## config.mk

```make
export PLATFORM = sky130hd
export DESIGN_NAME = div_apb_top
export DESIGN_NICKNAME = d
export VERILOG_FILES = /design/src/div_types_pkg.sv /design/src/div_apb_pkg.sv /design/src/div_core.sv /design/src/big_divider.sv /design/src/div_apb_regs.sv /design/src/div_apb_top.sv
export SDC_FILE = /design/constraint.sdc
export NUM_CORES = 1
export LEC_CHECK = 0
export BUFFER_PORTS_ARGS = -buffer_cell sky130_fd_sc_hd__buf_2
export CAP_MARGIN = 40
export CELL_PAD_IN_SITES_DETAIL_PLACEMENT = 1
export CELL_PAD_IN_SITES_GLOBAL_PLACEMENT = 1
export CORE_MARGIN = 1.5
export CORE_UTILIZATION = 50
export DETAILED_ROUTE_END_ITERATION = 6
export HOLD_SLACK_MARGIN = 0.12
export PLACE_DENSITY_LB_ADDON = 0.1
export SLEW_MARGIN = 0
export SYNTH_ARGS = -nofsm -noshare
export SYNTH_HDL_FRONTEND = slang
export SYNTH_SLANG_ARGS = --single-unit
```

## constraint.sdc

```tcl
create_clock -name i_clk -period 9.55 [get_ports i_clk]
set_input_delay 0 -clock i_clk [delete_from_list [all_inputs] [get_ports i_clk]]
set_output_delay 0 -clock i_clk [all_outputs]
set_load 0.02 [all_outputs]
```

## src/div_types_pkg.sv

```systemverilog
`default_nettype none

package div_types_pkg;

   localparam int DATA_W = 32;                // operand width
   localparam int CYCLES = DATA_W;            // one quotient bit per iteration
   localparam int CNT_W  = $clog2(CYCLES);

   // counter value of the final iteration
   localparam logic [CNT_W-1:0] CNT_LAST = CNT_W'(CYCLES - 1);

   // most negative two's complement value, used for the overflow case
   localparam logic [DATA_W-1:0] MOST_NEG = {1'b1, {(DATA_W-1){1'b0}}};

   // operation request as seen by the divider
   typedef struct packed {
      logic [DATA_W-1:0] dividend;
      logic [DATA_W-1:0] divisor;
      logic              is_signed;
   } div_req_t;

   // quotient and remainder
   typedef struct packed {
      logic [DATA_W-1:0] quotient;
      logic [DATA_W-1:0] remainder;
   } div_res_t;

   // unsigned magnitudes handed to the core
   typedef struct packed {
      logic [DATA_W-1:0] dividend;
      logic [DATA_W-1:0] divisor;
   } div_mag_t;

endpackage

`default_nettype wire

```

## src/div_apb_pkg.sv

```systemverilog
`default_nettype none

package div_apb_pkg;

   localparam int ADDR_W     = 8;
   localparam int APB_DATA_W = 32;

   // register map, byte offsets
   localparam logic [ADDR_W-1:0] REG_DIVIDEND  = 8'h00;
   localparam logic [ADDR_W-1:0] REG_DIVISOR   = 8'h04;
   localparam logic [ADDR_W-1:0] REG_CTRL      = 8'h08;   // write starts the op
   localparam logic [ADDR_W-1:0] REG_STATUS    = 8'h0C;   // read only
   localparam logic [ADDR_W-1:0] REG_QUOTIENT  = 8'h10;   // read only
   localparam logic [ADDR_W-1:0] REG_REMAINDER = 8'h14;   // read only

   localparam int CTRL_SIGNED_BIT = 0;
   localparam int STATUS_BUSY_BIT = 0;
   localparam int STATUS_DONE_BIT = 1;   // sticky until next start

   typedef struct packed {
      logic                  psel;
      logic                  penable;
      logic                  pwrite;
      logic [ADDR_W-1:0]     paddr;
      logic [APB_DATA_W-1:0] pwdata;
   } apb_req_t;

   typedef struct packed {
      logic                  pready;
      logic [APB_DATA_W-1:0] prdata;
      logic                  pslverr;
   } apb_rsp_t;

endpackage

`default_nettype wire

```

## src/div_core.sv

```systemverilog
`timescale 1ns/100ps
`default_nettype none

module div_core (
   input  logic                             i_clk,
   input  logic                             i_reset,
   input  logic                             i_start,
   input  logic [div_types_pkg::DATA_W-1:0] i_dividend,
   input  logic [div_types_pkg::DATA_W-1:0] i_divisor,
   output logic                             o_busy,
   output logic                             o_done,
   output div_types_pkg::div_res_t          o_res
);

   logic [div_types_pkg::DATA_W-1:0] rem_q;   // partial remainder
   logic [div_types_pkg::DATA_W-1:0] quo_q;   // dividend bits out, quotient bits in
   logic [div_types_pkg::DATA_W-1:0] dsr_q;
   logic [div_types_pkg::CNT_W-1:0]  cnt_q;

   logic [div_types_pkg::DATA_W:0]   rem_shift;
   logic [div_types_pkg::DATA_W:0]   diff;
   logic                             fits;
   logic [div_types_pkg::DATA_W-1:0] rem_next;
   logic [div_types_pkg::DATA_W-1:0] quo_next;
   logic                             load;
   logic                             last;

   assign load = i_start & ~o_busy;
   assign last = o_busy & (cnt_q == div_types_pkg::CNT_LAST);

   // one restoring step
   always_comb begin
      rem_shift = {rem_q, quo_q[div_types_pkg::DATA_W-1]};
      diff      = rem_shift - {1'b0, dsr_q};
      fits      = ~diff[div_types_pkg::DATA_W];   // no borrow
      rem_next  = fits ? diff[div_types_pkg::DATA_W-1:0]
                       : rem_shift[div_types_pkg::DATA_W-1:0];
      quo_next  = {quo_q[div_types_pkg::DATA_W-2:0], fits};
   end

   always_ff @(posedge i_clk) begin
      if (i_reset) begin
         o_busy <= 1'b0;
         o_done <= 1'b0;
         cnt_q  <= '0;
      end else begin
         o_done <= 1'b0;
         if (load) begin
            o_busy <= 1'b1;
            cnt_q  <= '0;
         end else if (o_busy) begin
            cnt_q <= cnt_q + 1'b1;
            if (last) begin
               o_busy <= 1'b0;
               o_done <= 1'b1;
            end
         end
      end
   end

   always_ff @(posedge i_clk) begin
      if (load) begin
         rem_q <= '0;
         quo_q <= i_dividend;
         dsr_q <= i_divisor;
      end else if (o_busy) begin
         rem_q <= rem_next;
         quo_q <= quo_next;
      end

      if (last) begin
         o_res.quotient  <= quo_next;
         o_res.remainder <= rem_next;
      end
   end

endmodule

`default_nettype wire

```

## src/big_divider.sv

```systemverilog
`timescale 1ns/100ps
`default_nettype none

module big_divider (
   input  logic                    i_clk,
   input  logic                    i_reset,
   input  logic                    i_start,
   input  div_types_pkg::div_req_t i_req,
   output logic                    o_done,
   output div_types_pkg::div_res_t o_res
);

   logic                    dividend_neg;
   logic                    divisor_neg;
   logic                    div_by_zero;
   logic                    signed_ovf;
   logic                    special;
   logic                    accept;
   logic                    core_start;
   logic                    core_busy;
   logic                    core_done;
   logic                    quot_neg_q;
   logic                    rem_neg_q;
   div_types_pkg::div_mag_t mag;
   div_types_pkg::div_res_t core_res;
   div_types_pkg::div_res_t fixed;

   always_comb begin
      dividend_neg = i_req.is_signed & i_req.dividend[div_types_pkg::DATA_W-1];
      divisor_neg  = i_req.is_signed & i_req.divisor[div_types_pkg::DATA_W-1];

      div_by_zero = (i_req.divisor == '0);
      signed_ovf  = i_req.is_signed && (i_req.dividend == div_types_pkg::MOST_NEG) &&
                    (i_req.divisor == '1);
      special     = div_by_zero | signed_ovf;

      mag.dividend = dividend_neg ? -i_req.dividend : i_req.dividend;
      mag.divisor  = divisor_neg ? -i_req.divisor : i_req.divisor;
   end

   assign accept     = i_start & ~core_busy;
   assign core_start = accept & ~special;   // special cases bypass the core

   div_core u_core (
      .i_clk      (i_clk),
      .i_reset    (i_reset),
      .i_start    (core_start),
      .i_dividend (mag.dividend),
      .i_divisor  (mag.divisor),
      .o_busy     (core_busy),
      .o_done     (core_done),
      .o_res      (core_res)
   );

   // result signs for the fix-up
   always_ff @(posedge i_clk) begin
      if (core_start) begin
         quot_neg_q <= dividend_neg ^ divisor_neg;
         rem_neg_q  <= dividend_neg;   // remainder follows the dividend
      end
   end

   always_comb begin
      fixed.quotient  = quot_neg_q ? -core_res.quotient : core_res.quotient;
      fixed.remainder = rem_neg_q ? -core_res.remainder : core_res.remainder;
   end

   always_ff @(posedge i_clk) begin
      if (i_reset) begin
         o_done <= 1'b0;
      end else begin
         o_done <= (accept & special) | core_done;
      end
   end

   always_ff @(posedge i_clk) begin
      if (accept && div_by_zero) begin
         o_res.quotient  <= '1;
         o_res.remainder <= i_req.dividend;
      end else if (accept && signed_ovf) begin
         o_res.quotient  <= div_types_pkg::MOST_NEG;
         o_res.remainder <= '0;
      end else if (core_done) begin
         o_res <= fixed;
      end
   end

endmodule

`default_nettype wire

```

## src/div_apb_regs.sv

```systemverilog
`timescale 1ns/100ps
`default_nettype none

module div_apb_regs (
   input  logic                    i_clk,
   input  logic                    i_reset,
   input  div_apb_pkg::apb_req_t   i_apb,
   output div_apb_pkg::apb_rsp_t   o_apb,
   output logic                    o_start,
   output div_types_pkg::div_req_t o_req,
   input  logic                    i_done,
   input  div_types_pkg::div_res_t i_res
);

   logic                               access;
   logic                               sel_dividend;
   logic                               sel_divisor;
   logic                               sel_ctrl;
   logic                               sel_status;
   logic                               sel_quotient;
   logic                               sel_remainder;
   logic                               mapped;
   logic                               read_only;
   logic                               err;
   logic                               wr_ok;
   logic                               busy_q;
   logic                               done_q;
   div_types_pkg::div_res_t            res_q;
   logic [div_apb_pkg::APB_DATA_W-1:0] rdata;

   assign access = i_apb.psel & i_apb.penable;

   // address decode
   always_comb begin
      sel_dividend  = (i_apb.paddr == div_apb_pkg::REG_DIVIDEND);
      sel_divisor   = (i_apb.paddr == div_apb_pkg::REG_DIVISOR);
      sel_ctrl      = (i_apb.paddr == div_apb_pkg::REG_CTRL);
      sel_status    = (i_apb.paddr == div_apb_pkg::REG_STATUS);
      sel_quotient  = (i_apb.paddr == div_apb_pkg::REG_QUOTIENT);
      sel_remainder = (i_apb.paddr == div_apb_pkg::REG_REMAINDER);

      mapped    = sel_dividend | sel_divisor | sel_ctrl |
                  sel_status | sel_quotient | sel_remainder;
      read_only = sel_status | sel_quotient | sel_remainder;

      // operands locked while an op is in flight
      err   = ~mapped | (i_apb.pwrite & (read_only | busy_q));
      wr_ok = access & i_apb.pwrite & ~err;
   end

   // read mux
   always_comb begin
      rdata = '0;
      if (sel_dividend) begin
         rdata = o_req.dividend;
      end else if (sel_divisor) begin
         rdata = o_req.divisor;
      end else if (sel_ctrl) begin
         rdata[div_apb_pkg::CTRL_SIGNED_BIT] = o_req.is_signed;
      end else if (sel_status) begin
         rdata[div_apb_pkg::STATUS_BUSY_BIT] = busy_q;
         rdata[div_apb_pkg::STATUS_DONE_BIT] = done_q;
      end else if (sel_quotient) begin
         rdata = res_q.quotient;
      end else if (sel_remainder) begin
         rdata = res_q.remainder;
      end
   end

   always_comb begin
      o_apb.pready  = access;   // no wait states
      o_apb.prdata  = access ? rdata : '0;
      o_apb.pslverr = access & err;
   end

   always_ff @(posedge i_clk) begin
      if (i_reset) begin
         o_req   <= '0;
         o_start <= 1'b0;
         busy_q  <= 1'b0;
         done_q  <= 1'b0;
         res_q   <= '0;
      end else begin
         o_start <= wr_ok & sel_ctrl;

         if (wr_ok && sel_dividend) begin
            o_req.dividend <= i_apb.pwdata;
         end
         if (wr_ok && sel_divisor) begin
            o_req.divisor <= i_apb.pwdata;
         end
         if (wr_ok && sel_ctrl) begin
            o_req.is_signed <= i_apb.pwdata[div_apb_pkg::CTRL_SIGNED_BIT];
            busy_q          <= 1'b1;
            done_q          <= 1'b0;
         end

         if (i_done) begin   // only arrives while busy
            res_q  <= i_res;
            busy_q <= 1'b0;
            done_q <= 1'b1;
         end
      end
   end

endmodule

`default_nettype wire

```

## src/div_apb_top.sv

```systemverilog
`timescale 1ns/100ps
`default_nettype none

module div_apb_top (
   input  logic                  i_clk,
   input  logic                  i_reset,
   input  div_apb_pkg::apb_req_t i_apb,
   output div_apb_pkg::apb_rsp_t o_apb
);

   div_types_pkg::div_req_t div_req;
   div_types_pkg::div_res_t div_res;
   logic                    div_start;
   logic                    div_done;

   // register file and APB decode
   div_apb_regs u_regs (
      .i_clk   (i_clk),
      .i_reset (i_reset),
      .i_apb   (i_apb),
      .o_apb   (o_apb),
      .o_start (div_start),
      .o_req   (div_req),
      .i_done  (div_done),
      .i_res   (div_res)
   );

   // signed divider
   big_divider u_div (
      .i_clk   (i_clk),
      .i_reset (i_reset),
      .i_start (div_start),
      .i_req   (div_req),
      .o_done  (div_done),
      .o_res   (div_res)
   );

endmodule

`default_nettype wire

```

==> results of run 1 <==
[worst max-delay path, cell delays in order, from the launching register on]
cell	delay, ns
dfxtp_1	0.34
ha_1	0.38
a21o_1	0.23
a211oi_2	0.23
a211oi_1	0.17
a2111oi_1	0.91
nor2_1	0.21
o221ai_1	0.31
xnor2_2	0.14
buf_4	0.47
mux2_2	0.41
a22o_1	0.24
[area by class of cell]
cell class                 instances  area [um2]
clock buffer                      62        1210
clock inverter                    16         149
fill                            4107       15500
inverter                          67         251
multi-input combinational       1444        8840
sequential                       366        8950
tap                              468         586
timing repair buffer             143        1070
[cell usage in the layout, fill, tap and decap left out, drive strengths merged, types with 18 or more instances in the layout]
cell type / instances
dfxtp: 204
nand2: 279
a21oi: 180
ha: 39
o21ai: 151
nor3: 26
inv: 66
xor2: 71
nor2: 199
mux2i: 71
o31ai: 28
nand3: 48
mux2: 31
a21o: 18
a221oi: 32
edfxtp: 162
a22o: 32
clkbuf: 62
buf: 104
dlygate4sd3: 39
xnor2: 81
[per-stage QoR]
stage | power [W] | area (um2) | hold WS [ns]
after detailed placement | 0.00172 | 19300 | 0.261
after global placement | 0.00172 | 19200 | 0.255
final | 0.00330 | 21100 | 0.237
after global routing | 0.00338 | 21100 | 0.254
after floorplan | 0.00169 | 18500 | 0.136
after CTS | 0.00332 | 21100 | 0.203
[power groups by stage]
stage	logic [W]	registers, W	clock network (W)
after detailed placement	0.0000589	0.00166	0
final	0.0000724	0.00163	0.00160
after global placement	0.0000549	0.00166	0
after CTS	0.0000710	0.00163	0.00162
after floorplan	0.0000307	0.00166	0
after global routing	0.0000771	0.00163	0.00168
[flip-flops by register name, summed over array words and instances, names as in the netlist]
| name | count |
|---|---|
| u_div.quot_neg_q | 1 |
| u_regs.busy_q | 1 |
| u_div.u_core.o_busy | 1 |
| u_div.o_res | 64 |
| u_div.u_core.rem_q | 32 |
| u_div.u_core.o_done | 1 |
| u_div.rem_neg_q | 1 |
| u_div.u_core.cnt_q | 5 |
| u_div.u_core.o_res | 64 |
| u_regs.o_start | 1 |
| u_div.u_core.dsr_q | 32 |
| u_regs.res_q | 64 |
| u_div.o_done | 1 |
| u_regs.done_q | 1 |
| u_div.u_core.quo_q | 32 |
| u_regs.o_req | 65 |
[path summary, 6_finish.rpt]
check / start / end / slack, ns / depth (start not counted)
setup / recovery: u_div.u_core.rem_q[4]$_SDFFE_PP0P_ / u_div.u_core.rem_q[7]$_SDFFE_PP0P_ / 5.36 / 11
hold / removal: i_apb[3] / u_regs.o_req[4]$_SDFFE_PP0P_ / 0.24 / 4
setup reg to reg: u_div.u_core.rem_q[4]$_SDFFE_PP0P_ / u_div.u_core.rem_q[7]$_SDFFE_PP0P_ / 5.36 / 11
hold reg to reg: u_div.u_core.quo_q[10]$_DFFE_PP_ / u_div.u_core.o_res[43]$_DFFE_PP_ / 0.45 / 0
[timing repair]
| item | 4_1_cts | 5_1_grt |
|---|---|---|
| resized for setup | 0 | 0 |
| hold endpoints to repair | 109 | 0 |
| hold buffers | 39 | 0 |
[cell families (layout without fill, tap and decap cells)]
| logic type | Yosys count | after routing |
|---|---|---|
| adders and majority gates | 40 | 40 |
| DFF | 366 | 366 |
| xor gates and xnor gates | 152 | 152 |
| muxes | 102 | 102 |
| and+or+nand+nor | 656 | 656 |
| AOI/OAI and AO/OA | 494 | 494 |
| buffers and inverters | 198 | 288 |
[metal layers]
layer	GRT usage [%]	up-vias	wire length, um
met5	0	-	0
met3	3.85	121	2970
met1	41.1	7810	26100
met4	13.8	0	2320
li1	-	7205	-
met2	55.0	446	29700
==> out/results.tsv, run 1 <==
metric	value	unit
finalSetupViolations	0	
powerDensity	156	nW/um2
yosys-top-cells-count	nand2_1, dfxtp_1, nor2_1	
dp_slack	5.50	ns
seqPwrFrac	49.4	%
ys_ff_latch	366	
critical_path_required	10.00	ns
syn_avg_cell_area	9.23	um2
clk_pin_slew	0.06	ns
synth_most_common_cell	nand2_1	
synth_edf_count	162	
ios	79	
yosysSeqAreaShare	48.3	%
remaining_drc_errors	0	
io_buffers	78	
max_freq	239	MHz
yosys_warnings	0	
grt_max_degree	72	
antenna_left	0	
syn_nets	2093	
vdd_drop_max	130	uV
final_cell_count_no_fill	2566	
syn2layout_area_growth	13.6	%
setup_ws	5.36	ns
max-slew-margin-rel	36.6	%
min_period	4.19	ns
synth.largest_area_cell	edfxtp_1	
clock_skew	0.0277	ns
post-place-cells	2449	
grt_use_total	32.2	%
firstDrtPassIters	7	
fp.dieW	196	um
switching_share	21.5	%
netlist_top_cells_area	edfxtp_1, dfxtp_1, nand2_1	
p_leak	8.00	nW
insertion_delay	0.58	ns
critPathMaxFanout	34	
htree_levels	2	
placementRows	70	
cp-end-kind	flop	
hpwl	41.6	mm
start_util	50.8	%
tritoncts	yes	
cts-root-buf	clkbuf_16	
drive_above_1_share	10.6	%
cts_buffers	42	
synthAdderAreaFrac	2.74	%
p_comb_share	2.2	%
status	finished clean	
synth_cells	2008	
drv_slew	0	
dr.first_iter.drc_count	1038	
cts_setup_buffers	0	
antenna_found_initial	0	
post-route-period-util	43.8	%
synth-simple-area-share	15.7	%
tightest_slew	0.949	ns
hold_viol_final	0	
rsz0062_at_grt	no	
fin_nets	2149	
synth_top_family_by_area	compound AO/OA/AOI/OAI gates	
worst_setup_path_start_kind	flop	
power_frac_clock	48.4	%
ys_async_sr_fraction	0	%
critPathKind	reg -> reg	
grt_pass1_vias	16200	
die_y	196	um
ys.flop_type	dfxtp_1	
drv_cap	0	
die_area	38200	um2
place_congestion	0.929	
synth-compound-area-share	16.1	%
routed_wl	61.1	mm
cts_num_sinks	366	
synthMuxAreaShare	5.72	%
cts_buffer_depth	3	
hp-class	in -> reg	
grt_pass1_wl	94.5	mm
coreArea	36500	um2
cp.arrival	4.64	ns
num_antenna_cells	0	
netlist-cell-type-count	61	
grt-ovfl-total	0	
vias_per_cell	6.07	
post_drt_wl_per_cell	23.8	um
syn_area	18500	um2
switching_power	0.000709	W
fin_tns_setup	0	ns
vias	15600	
cell_internal_pwr	0.00259	W
synth_top_area_share	26.2	%
fin_util	57.7	%
synthXorXnorAreaFrac	7.18	%
Power figures use the tool's default switching activity.
==> run 2: changes to the inputs <==
--- a/config.mk
+++ b/config.mk
@@ -5,12 +5,13 @@
 export SDC_FILE = /design/constraint.sdc
 export NUM_CORES = 1
 export LEC_CHECK = 0
+export ABC_AREA = 1
 export BUFFER_PORTS_ARGS = -buffer_cell sky130_fd_sc_hd__buf_2
 export CAP_MARGIN = 40
 export CELL_PAD_IN_SITES_DETAIL_PLACEMENT = 1
 export CELL_PAD_IN_SITES_GLOBAL_PLACEMENT = 1
 export CORE_MARGIN = 1.5
-export CORE_UTILIZATION = 50
+export CORE_UTILIZATION = 46
 export DETAILED_ROUTE_END_ITERATION = 6
 export HOLD_SLACK_MARGIN = 0.12
 export PLACE_DENSITY_LB_ADDON = 0.1
==> constraint.sdc (replaced) <==
create_clock -name i_clk -period 4.35 [get_ports i_clk]
set_input_delay 0 -clock i_clk [delete_from_list [all_inputs] [get_ports i_clk]]
set_output_delay 0 -clock i_clk [all_outputs]
set_load 0.02 [all_outputs]
==> run 2 against run 1 <==
Effect of this change:
- worst setup slack got worse by 4.3 ns
- combinational power increased by 110%
- total power increased by 120%
- die area increased by 23%
- worst hold slack got worse by 0.068 ns
- cell count increased by 43%
- non-clock buffer count increased by 9
- sequential share of layout area decreased by 4.7 points
- final area increased by 12%
- flip-flop and latch count unchanged
==> out/results.tsv, run 2 <==
metric	value	unit	change
status	finished clean		
finalSetupViolations	0		unchanged
synth_edf_count	162		unchanged
fin_util	52.4	%	-5.2 points
clock_skew	0.0213	ns	-0.00646 ns
vias	20900		+34%
placementRows	78		+11%
die_area	46900	um2	+23%
ios	79		unchanged
ys_async_sr_fraction	0	%	unchanged
vias_per_cell	5.67		-6.7%
cts_buffer_depth	3		unchanged
critical_path_required	4.60	ns	-5.40 ns
drv_cap	0		unchanged
yosys_warnings	0		unchanged
insertion_delay	0.59	ns	about the same
start_util	46.4	%	-4.3 points
cts_setup_buffers	0		unchanged
mostFrequentLayoutCells	nand2_1, nor2_1, inv_1		
grt-ovfl-total	0		unchanged
synth_cells	2970		+48%
grt_pass1_wl	129	mm	+36%
place_congestion	0.941		+1.3%
synth_top_area_share	23.2	%	-3.0 points
cp.arrival	3.57	ns	-1.07 ns
dr.first_iter.drc_count	1924		+85%
met1_usage	47.2	%	+6.1 points
synth.largest_area_cell	edfxtp_1		
busiest_layer	met2		
drv_slew	0		unchanged
io_buffers	78		unchanged
rsz0062_at_grt	no		
worst_setup_path_start_kind	flop		
slowest_delay	0.44	ns	-0.47 ns
post_cts_resized	0		unchanged
powerDensity	308	nW/um2	+97%
netlist-cell-type-count	44		-28%
die_y	217	um	+11%
coreArea	45200	um2	+24%
antenna_left	0		unchanged
firstDrtPassIters	5		-2
fin_tns_setup	0	ns	unchanged
post_drt_wl_per_cell	23.2	um	-2.7%
max-slew-margin-rel	47.2	%	+11 points
critPathSlowestCell	buf_4		
critPathMaxFanout	33		-2.9%
remaining_drc_errors	0		unchanged
drive_above_1_share	6.81	%	-3.8 points
cts_buffers	43		+2.4%
routed_wl	85.3	mm	+40%
top_register	u_regs.o_req		
post-route-period-util	76.3	%	+33 points
num_antenna_cells	0		unchanged
tritoncts	yes		
fp.dieW	217	um	+11%
syn2layout_area_growth	13.0	%	
post-place-cells	3559		+45%
cts_num_sinks	366		unchanged
antenna_found_initial	1		+1
netlist_top_cells_area	edfxtp_1, dfxtp_1, nand2_1		
grt_pass1_vias	21200		+31%
worstPathCellList	inv_1, ha_1, nand3_1, nor3_1, nand2_1, nor2_1, nand4_1, inv_2, nor2_2, buf_4, nand2_1, buf_4		
hp-class	in -> reg		
syn_area	21000	um2	+13%
yosys-top-cells-count	nand2_1, nor2_1, inv_1		
layout_commonest_cell	nand2_1		
p_leak	11.6	nW	+46%
final_cell_count_no_fill	3682		+43%
cts-root-buf	clkbuf_16		
vdd_drop_max	303	uV	+130%
hold_viol_final	0		unchanged
use_met3	5.25	%	+1.4 points
grt_use_total	36.2	%	+4.1 points
hpwl	64.6	mm	+55%
yosysSeqAreaShare	42.7	%	-5.6 points
ys_ff_latch	366		unchanged
syn_nets	3055		+46%
cp-end-kind	flop		
syn_avg_cell_area	7.06	um2	-24%
critPathKind	reg -> reg		
grt_max_degree	106		+47%
htree_levels	2		unchanged
clk_pin_slew	0.06	ns	about the same
tightest_slew	0.791	ns	-0.158 ns
synth_most_common_cell	nand2_1		
largest_reg_flops	65		unchanged
ctsHoldBuffers	44		+13%
min_period	3.32	ns	-0.866 ns
fin_nets	3133		+46%
ys.flop_type	dfxtp_1		
met2_usage	59.1	%	+4.1 points
max_freq	301	MHz	+26%
[run 2: cell count changes after synthesis, moves of 24 or more]
cell and change:
inv_1 +295, nand3_1 +189, nand2_1 +554, nor2_1 +239
a21oi_1 -106, mux2_2 -29, a31oi_1 +24, xnor2_1 -61
clkbuf_1 -31, a22o_1 -32, mux2i_1 -71, a221oi_1 -31
nand4_1 +43
[run 2: routing by layer]
layer / vias up / wire length, um / share of wire, %
met5: - / 16 / 0.019
met4: 2 / 4360 / 5.1
met3: 191 / 5900 / 6.9
met2: 745 / 39200 / 46
met1: 10300 / 35800 / 42
li1: 9650 / - / -
[run 2: path summary, 6_finish.rpt]
| check | startpoint | depth (start not counted) | slack (ns) | end |
|---|---|---|---|---|
| max | u_regs.o_req[34]$_SDFFE_PP0P_ | 12 | 1.03 | u_div.o_res[20]$_DFFE_PP_ |
| min | i_apb[41] | 5 | 0.17 | u_regs.o_start$_SDFF_PP0_ |
| max reg2reg | u_regs.o_req[34]$_SDFFE_PP0P_ | 12 | 1.03 | u_div.o_res[20]$_DFFE_PP_ |
| min reg2reg | u_div.u_core.quo_q[22]$_DFFE_PP_ | 0 | 0.45 | u_div.u_core.o_res[55]$_DFFE_PP_ |
[run 2: metrics by stage]
| stage | total power [W] | hold WS (ns) | cell area, um2 | setup slack (ns) |
|---|---|---|---|---|
| after floorplan | 0.00368 | 0.0691 | 21000 | 1.78 |
| after global placement | 0.00375 | 0.250 | 21800 | 1.16 |
| after detailed placement | 0.00376 | 0.261 | 21900 | 1.05 |
| after CTS | 0.00732 | 0.139 | 23700 | 1.05 |
| after global routing | 0.00746 | 0.217 | 23700 | 0.774 |
| final | 0.00729 | 0.169 | 23700 | 1.03 |
[run 2: report_power, final]
group / internal [W] / switching, W / leakage, nW / total, W
clock network: 0.00206 / 0.00152 / 0.656 / 0.00358
registers: 0.00356 / 0.00000193 / 3.17 / 0.00356
logic: 0.0000545 / 0.0000944 / 7.82 / 0.000149
[run 2: worst max-delay path, delay by kind of cell, from the launching register on]
family | cells | cell delay (ns)
adders and majority gates | 1 | 0.28
and+or+nand+nor | 7 | 1.29
DFF | 1 | 0.32
buffers and inverters | 4 | 1.08
[run 2: area by class of cell]
class | count | area, um2
multi-input cells | 2113 | 10100
clock buffers | 57 | 1160
fillers | 5869 | 21500
flip-flops and latches | 366 | 8950
inverters | 372 | 1400
repair buffers | 152 | 1150
well taps | 600 | 751
clock inverters | 22 | 196
[run 2: kinds of logic after synthesis]
family          share of synthesized area, %
buf+inv                                 9.26
fa+ha+maj                               2.42
simple gates                            33.2
flops                                   42.7
compound gates                          7.72
xor+xnor                                4.72
==> run 3: changes to the inputs <==
--- a/config.mk
+++ b/config.mk
@@ -5,13 +5,13 @@
 export SDC_FILE = /design/constraint.sdc
 export NUM_CORES = 1
 export LEC_CHECK = 0
-export ABC_AREA = 1
+export ABC_AREA = 0
 export BUFFER_PORTS_ARGS = -buffer_cell sky130_fd_sc_hd__buf_2
 export CAP_MARGIN = 40
 export CELL_PAD_IN_SITES_DETAIL_PLACEMENT = 1
 export CELL_PAD_IN_SITES_GLOBAL_PLACEMENT = 1
 export CORE_MARGIN = 1.5
-export CORE_UTILIZATION = 46
+export CORE_UTILIZATION = 44
 export DETAILED_ROUTE_END_ITERATION = 6
 export HOLD_SLACK_MARGIN = 0.12
 export PLACE_DENSITY_LB_ADDON = 0.1
==> constraint.sdc (replaced) <==
create_clock -name i_clk -period 3.02 [get_ports i_clk]
set_input_delay 0 -clock i_clk [delete_from_list [all_inputs] [get_ports i_clk]]
set_output_delay 0 -clock i_clk [all_outputs]
set_load 0.02 [all_outputs]
==> run 3 against run 2 <==
Effect of this change:
- the flow now finishes with violations (negative setup slack)
- clock skew decreased by 0.0094 ns
- fmax decreased by 2.8%
- non-clock buffer count increased by 206
- clock power increased by 53%
- worst hold slack improved by 0.014 ns
==> out/results.tsv, run 3 (synthesis gave the netlist of run 1 again) <==
metric	value	unit	change
status	complete, but fails checks		
violations	negative setup slack		
cts_buffer_depth	3		unchanged
hpwl	44.4	mm	-31%
clock_skew	0.0119	ns	-0.00937 ns
tritoncts	yes		
grt-ovfl-total	0		unchanged
clk_pin_slew	0.06	ns	about the same
cp.arrival	3.88	ns	+0.31 ns
grt_pass1_wl	96.7	mm	-25%
hold_viol_final	0		unchanged
finalSetupViolations	96		+96
die_y	208	um	-3.8%
num_antenna_cells	0		unchanged
syn2layout_area_growth	28.3	%	
critical_path_required	3.48	ns	-1.12 ns
antenna_left	0		unchanged
drv_slew	0		unchanged
cts_buffers	45		+4.7%
min_period	3.42	ns	+0.0943 ns
cts-root-buf	clkbuf_16		
fin_tns_setup	-20.83	ns	-20.83 ns
place_congestion	0.868		-7.8%
cp-end-kind	flop		
io_buffers	78		unchanged
insertion_delay	0.57	ns	-0.02 ns
top_register	u_regs.o_req		
critPathKind	reg -> reg		
reg2reg_from	u_div.u_core.dsr_q[0]$_DFFE_PP_		
fin_nets	2368		-24%
remaining_drc_errors	0		unchanged
drv_cap	0		unchanged
grt_max_degree	63		-41%
rsz0062_at_grt	yes		
dp_slack	-0.362	ns	-1.42 ns
coreArea	41800	um2	-7.6%
vdd_drop_max	395	uV	+30%
largest_reg_flops	65		unchanged
routed_wl	65.2	mm	-24%
tightest_slew	0.908	ns	+0.117 ns
hp-class	in -> reg		
worst_setup_path_start_kind	flop		
htree_levels	2		unchanged
hold_start	i_apb[36]		
start_util	44.4	%	-2.0 points
post-place-cells	2711		-24%
dr.first_iter.drc_count	1145		-40%
final_cell_count_no_fill	2858		-22%
antenna_found_initial	1		unchanged
die_area	43400	um2	-7.5%
ios	79		unchanged
setup_ws	-0.395	ns	-1.42 ns
vias_per_cell	5.75		+1.5%
powerDensity	458	nW/um2	+49%
vias	16400		-21%
fp.dieW	208	um	-3.8%
firstDrtPassIters	5		unchanged
critPathMaxFanout	6		-82%
placementRows	75		-3.8%
post_drt_wl_per_cell	22.8	um	-1.6%
cp-startpoint	u_div.u_core.dsr_q[0]$_DFFE_PP_		
mostFrequentLayoutCells	nand2_1, buf_4, dfxtp_1		
max_freq	293	MHz	-2.8%
cts_num_sinks	366		unchanged
layout_commonest_cell	nand2_1		
drive_above_1_share	22.6	%	+16 points
fin_util	56.9	%	+4.5 points
grt_pass1_vias	16700		-21%
grt_use_total	28.7	%	-7.6 points
p_leak	9.46	nW	-19%
max-slew-margin-rel	39.3	%	-7.9 points
power.total	0.0109	W	+49%
post-route-period-util	113	%	+37 points
[run 3: worst paths after layout]
| check | cells after the start | slack [ns] | endpoint |
|---|---|---|---|
| setup reg to reg | 13 | -0.40 | u_div.u_core.rem_q[23]$_SDFFE_PP0P_ |
| setup / recovery | 13 | -0.40 | u_div.u_core.rem_q[23]$_SDFFE_PP0P_ |
| hold reg to reg | 0 | 0.45 | u_div.u_core.o_res[48]$_DFFE_PP_ |
| hold / removal | 4 | 0.18 | u_regs.busy_q$_SDFFE_PP0P_ |
[run 3: report_power, final]
part	total [W]	internal, W	leakage [nW]	switching, W
Clock	0.00549	0.00327	0.732	0.00222
Combinational	0.000250	0.000106	5.71	0.000145
Sequential	0.00515	0.00514	3.02	0.00000817
[run 3: area by class of cell]
class / instances / area, um2
clock buffer: 62 / 1300
clock inverter: 21 / 181
fill: 4671 / 18000
inverter: 67 / 255
multi-input combinational: 1445 / 9420
sequential: 366 / 8960
tap: 539 / 674
timing repair buffer: 358 / 2980
[run 3: repair_timing]
action,4_1_cts,5_1_grt
gates resized for setup,32,91
endpoints found under the hold margin,90,0
gates cloned,2,13
setup buffers,8,7
pin swaps,6,16
hold buffers,36,0
setup endpoints to repair,135,232
[run 3: worst max-delay path, cell delays in order (launching register included)]
cell and delay (ns):
edfxtp_1 0.40, ha_4 0.19, fa_2 0.37, nand2b_4 0.16, a21o_4 0.23, a211oi_4 0.33
a2111oi_4 0.15, nor2_2 0.21, o221ai_4 0.15, xnor2_4 0.25, buf_6 0.16, buf_12 0.13
mux2_4 0.31, a22o_1 0.24
[run 3: stage by stage]
step,area [um2],hold slack [ns]
after floorplan,18700,0.128
after global placement,21000,0.254
after detailed placement,21000,0.264
after CTS,23100,0.128
after global routing,23800,0.186
final,23800,0.183
[run 3: per-layer routing]
metal	routed length [um]	global-route usage [%]	up-vias
met5	7	0	-
met2	31400	47.2	452
li1	-	-	7645
met4	1540	8.38	2
met1	28900	39.2	8247
met3	3280	4.00	92
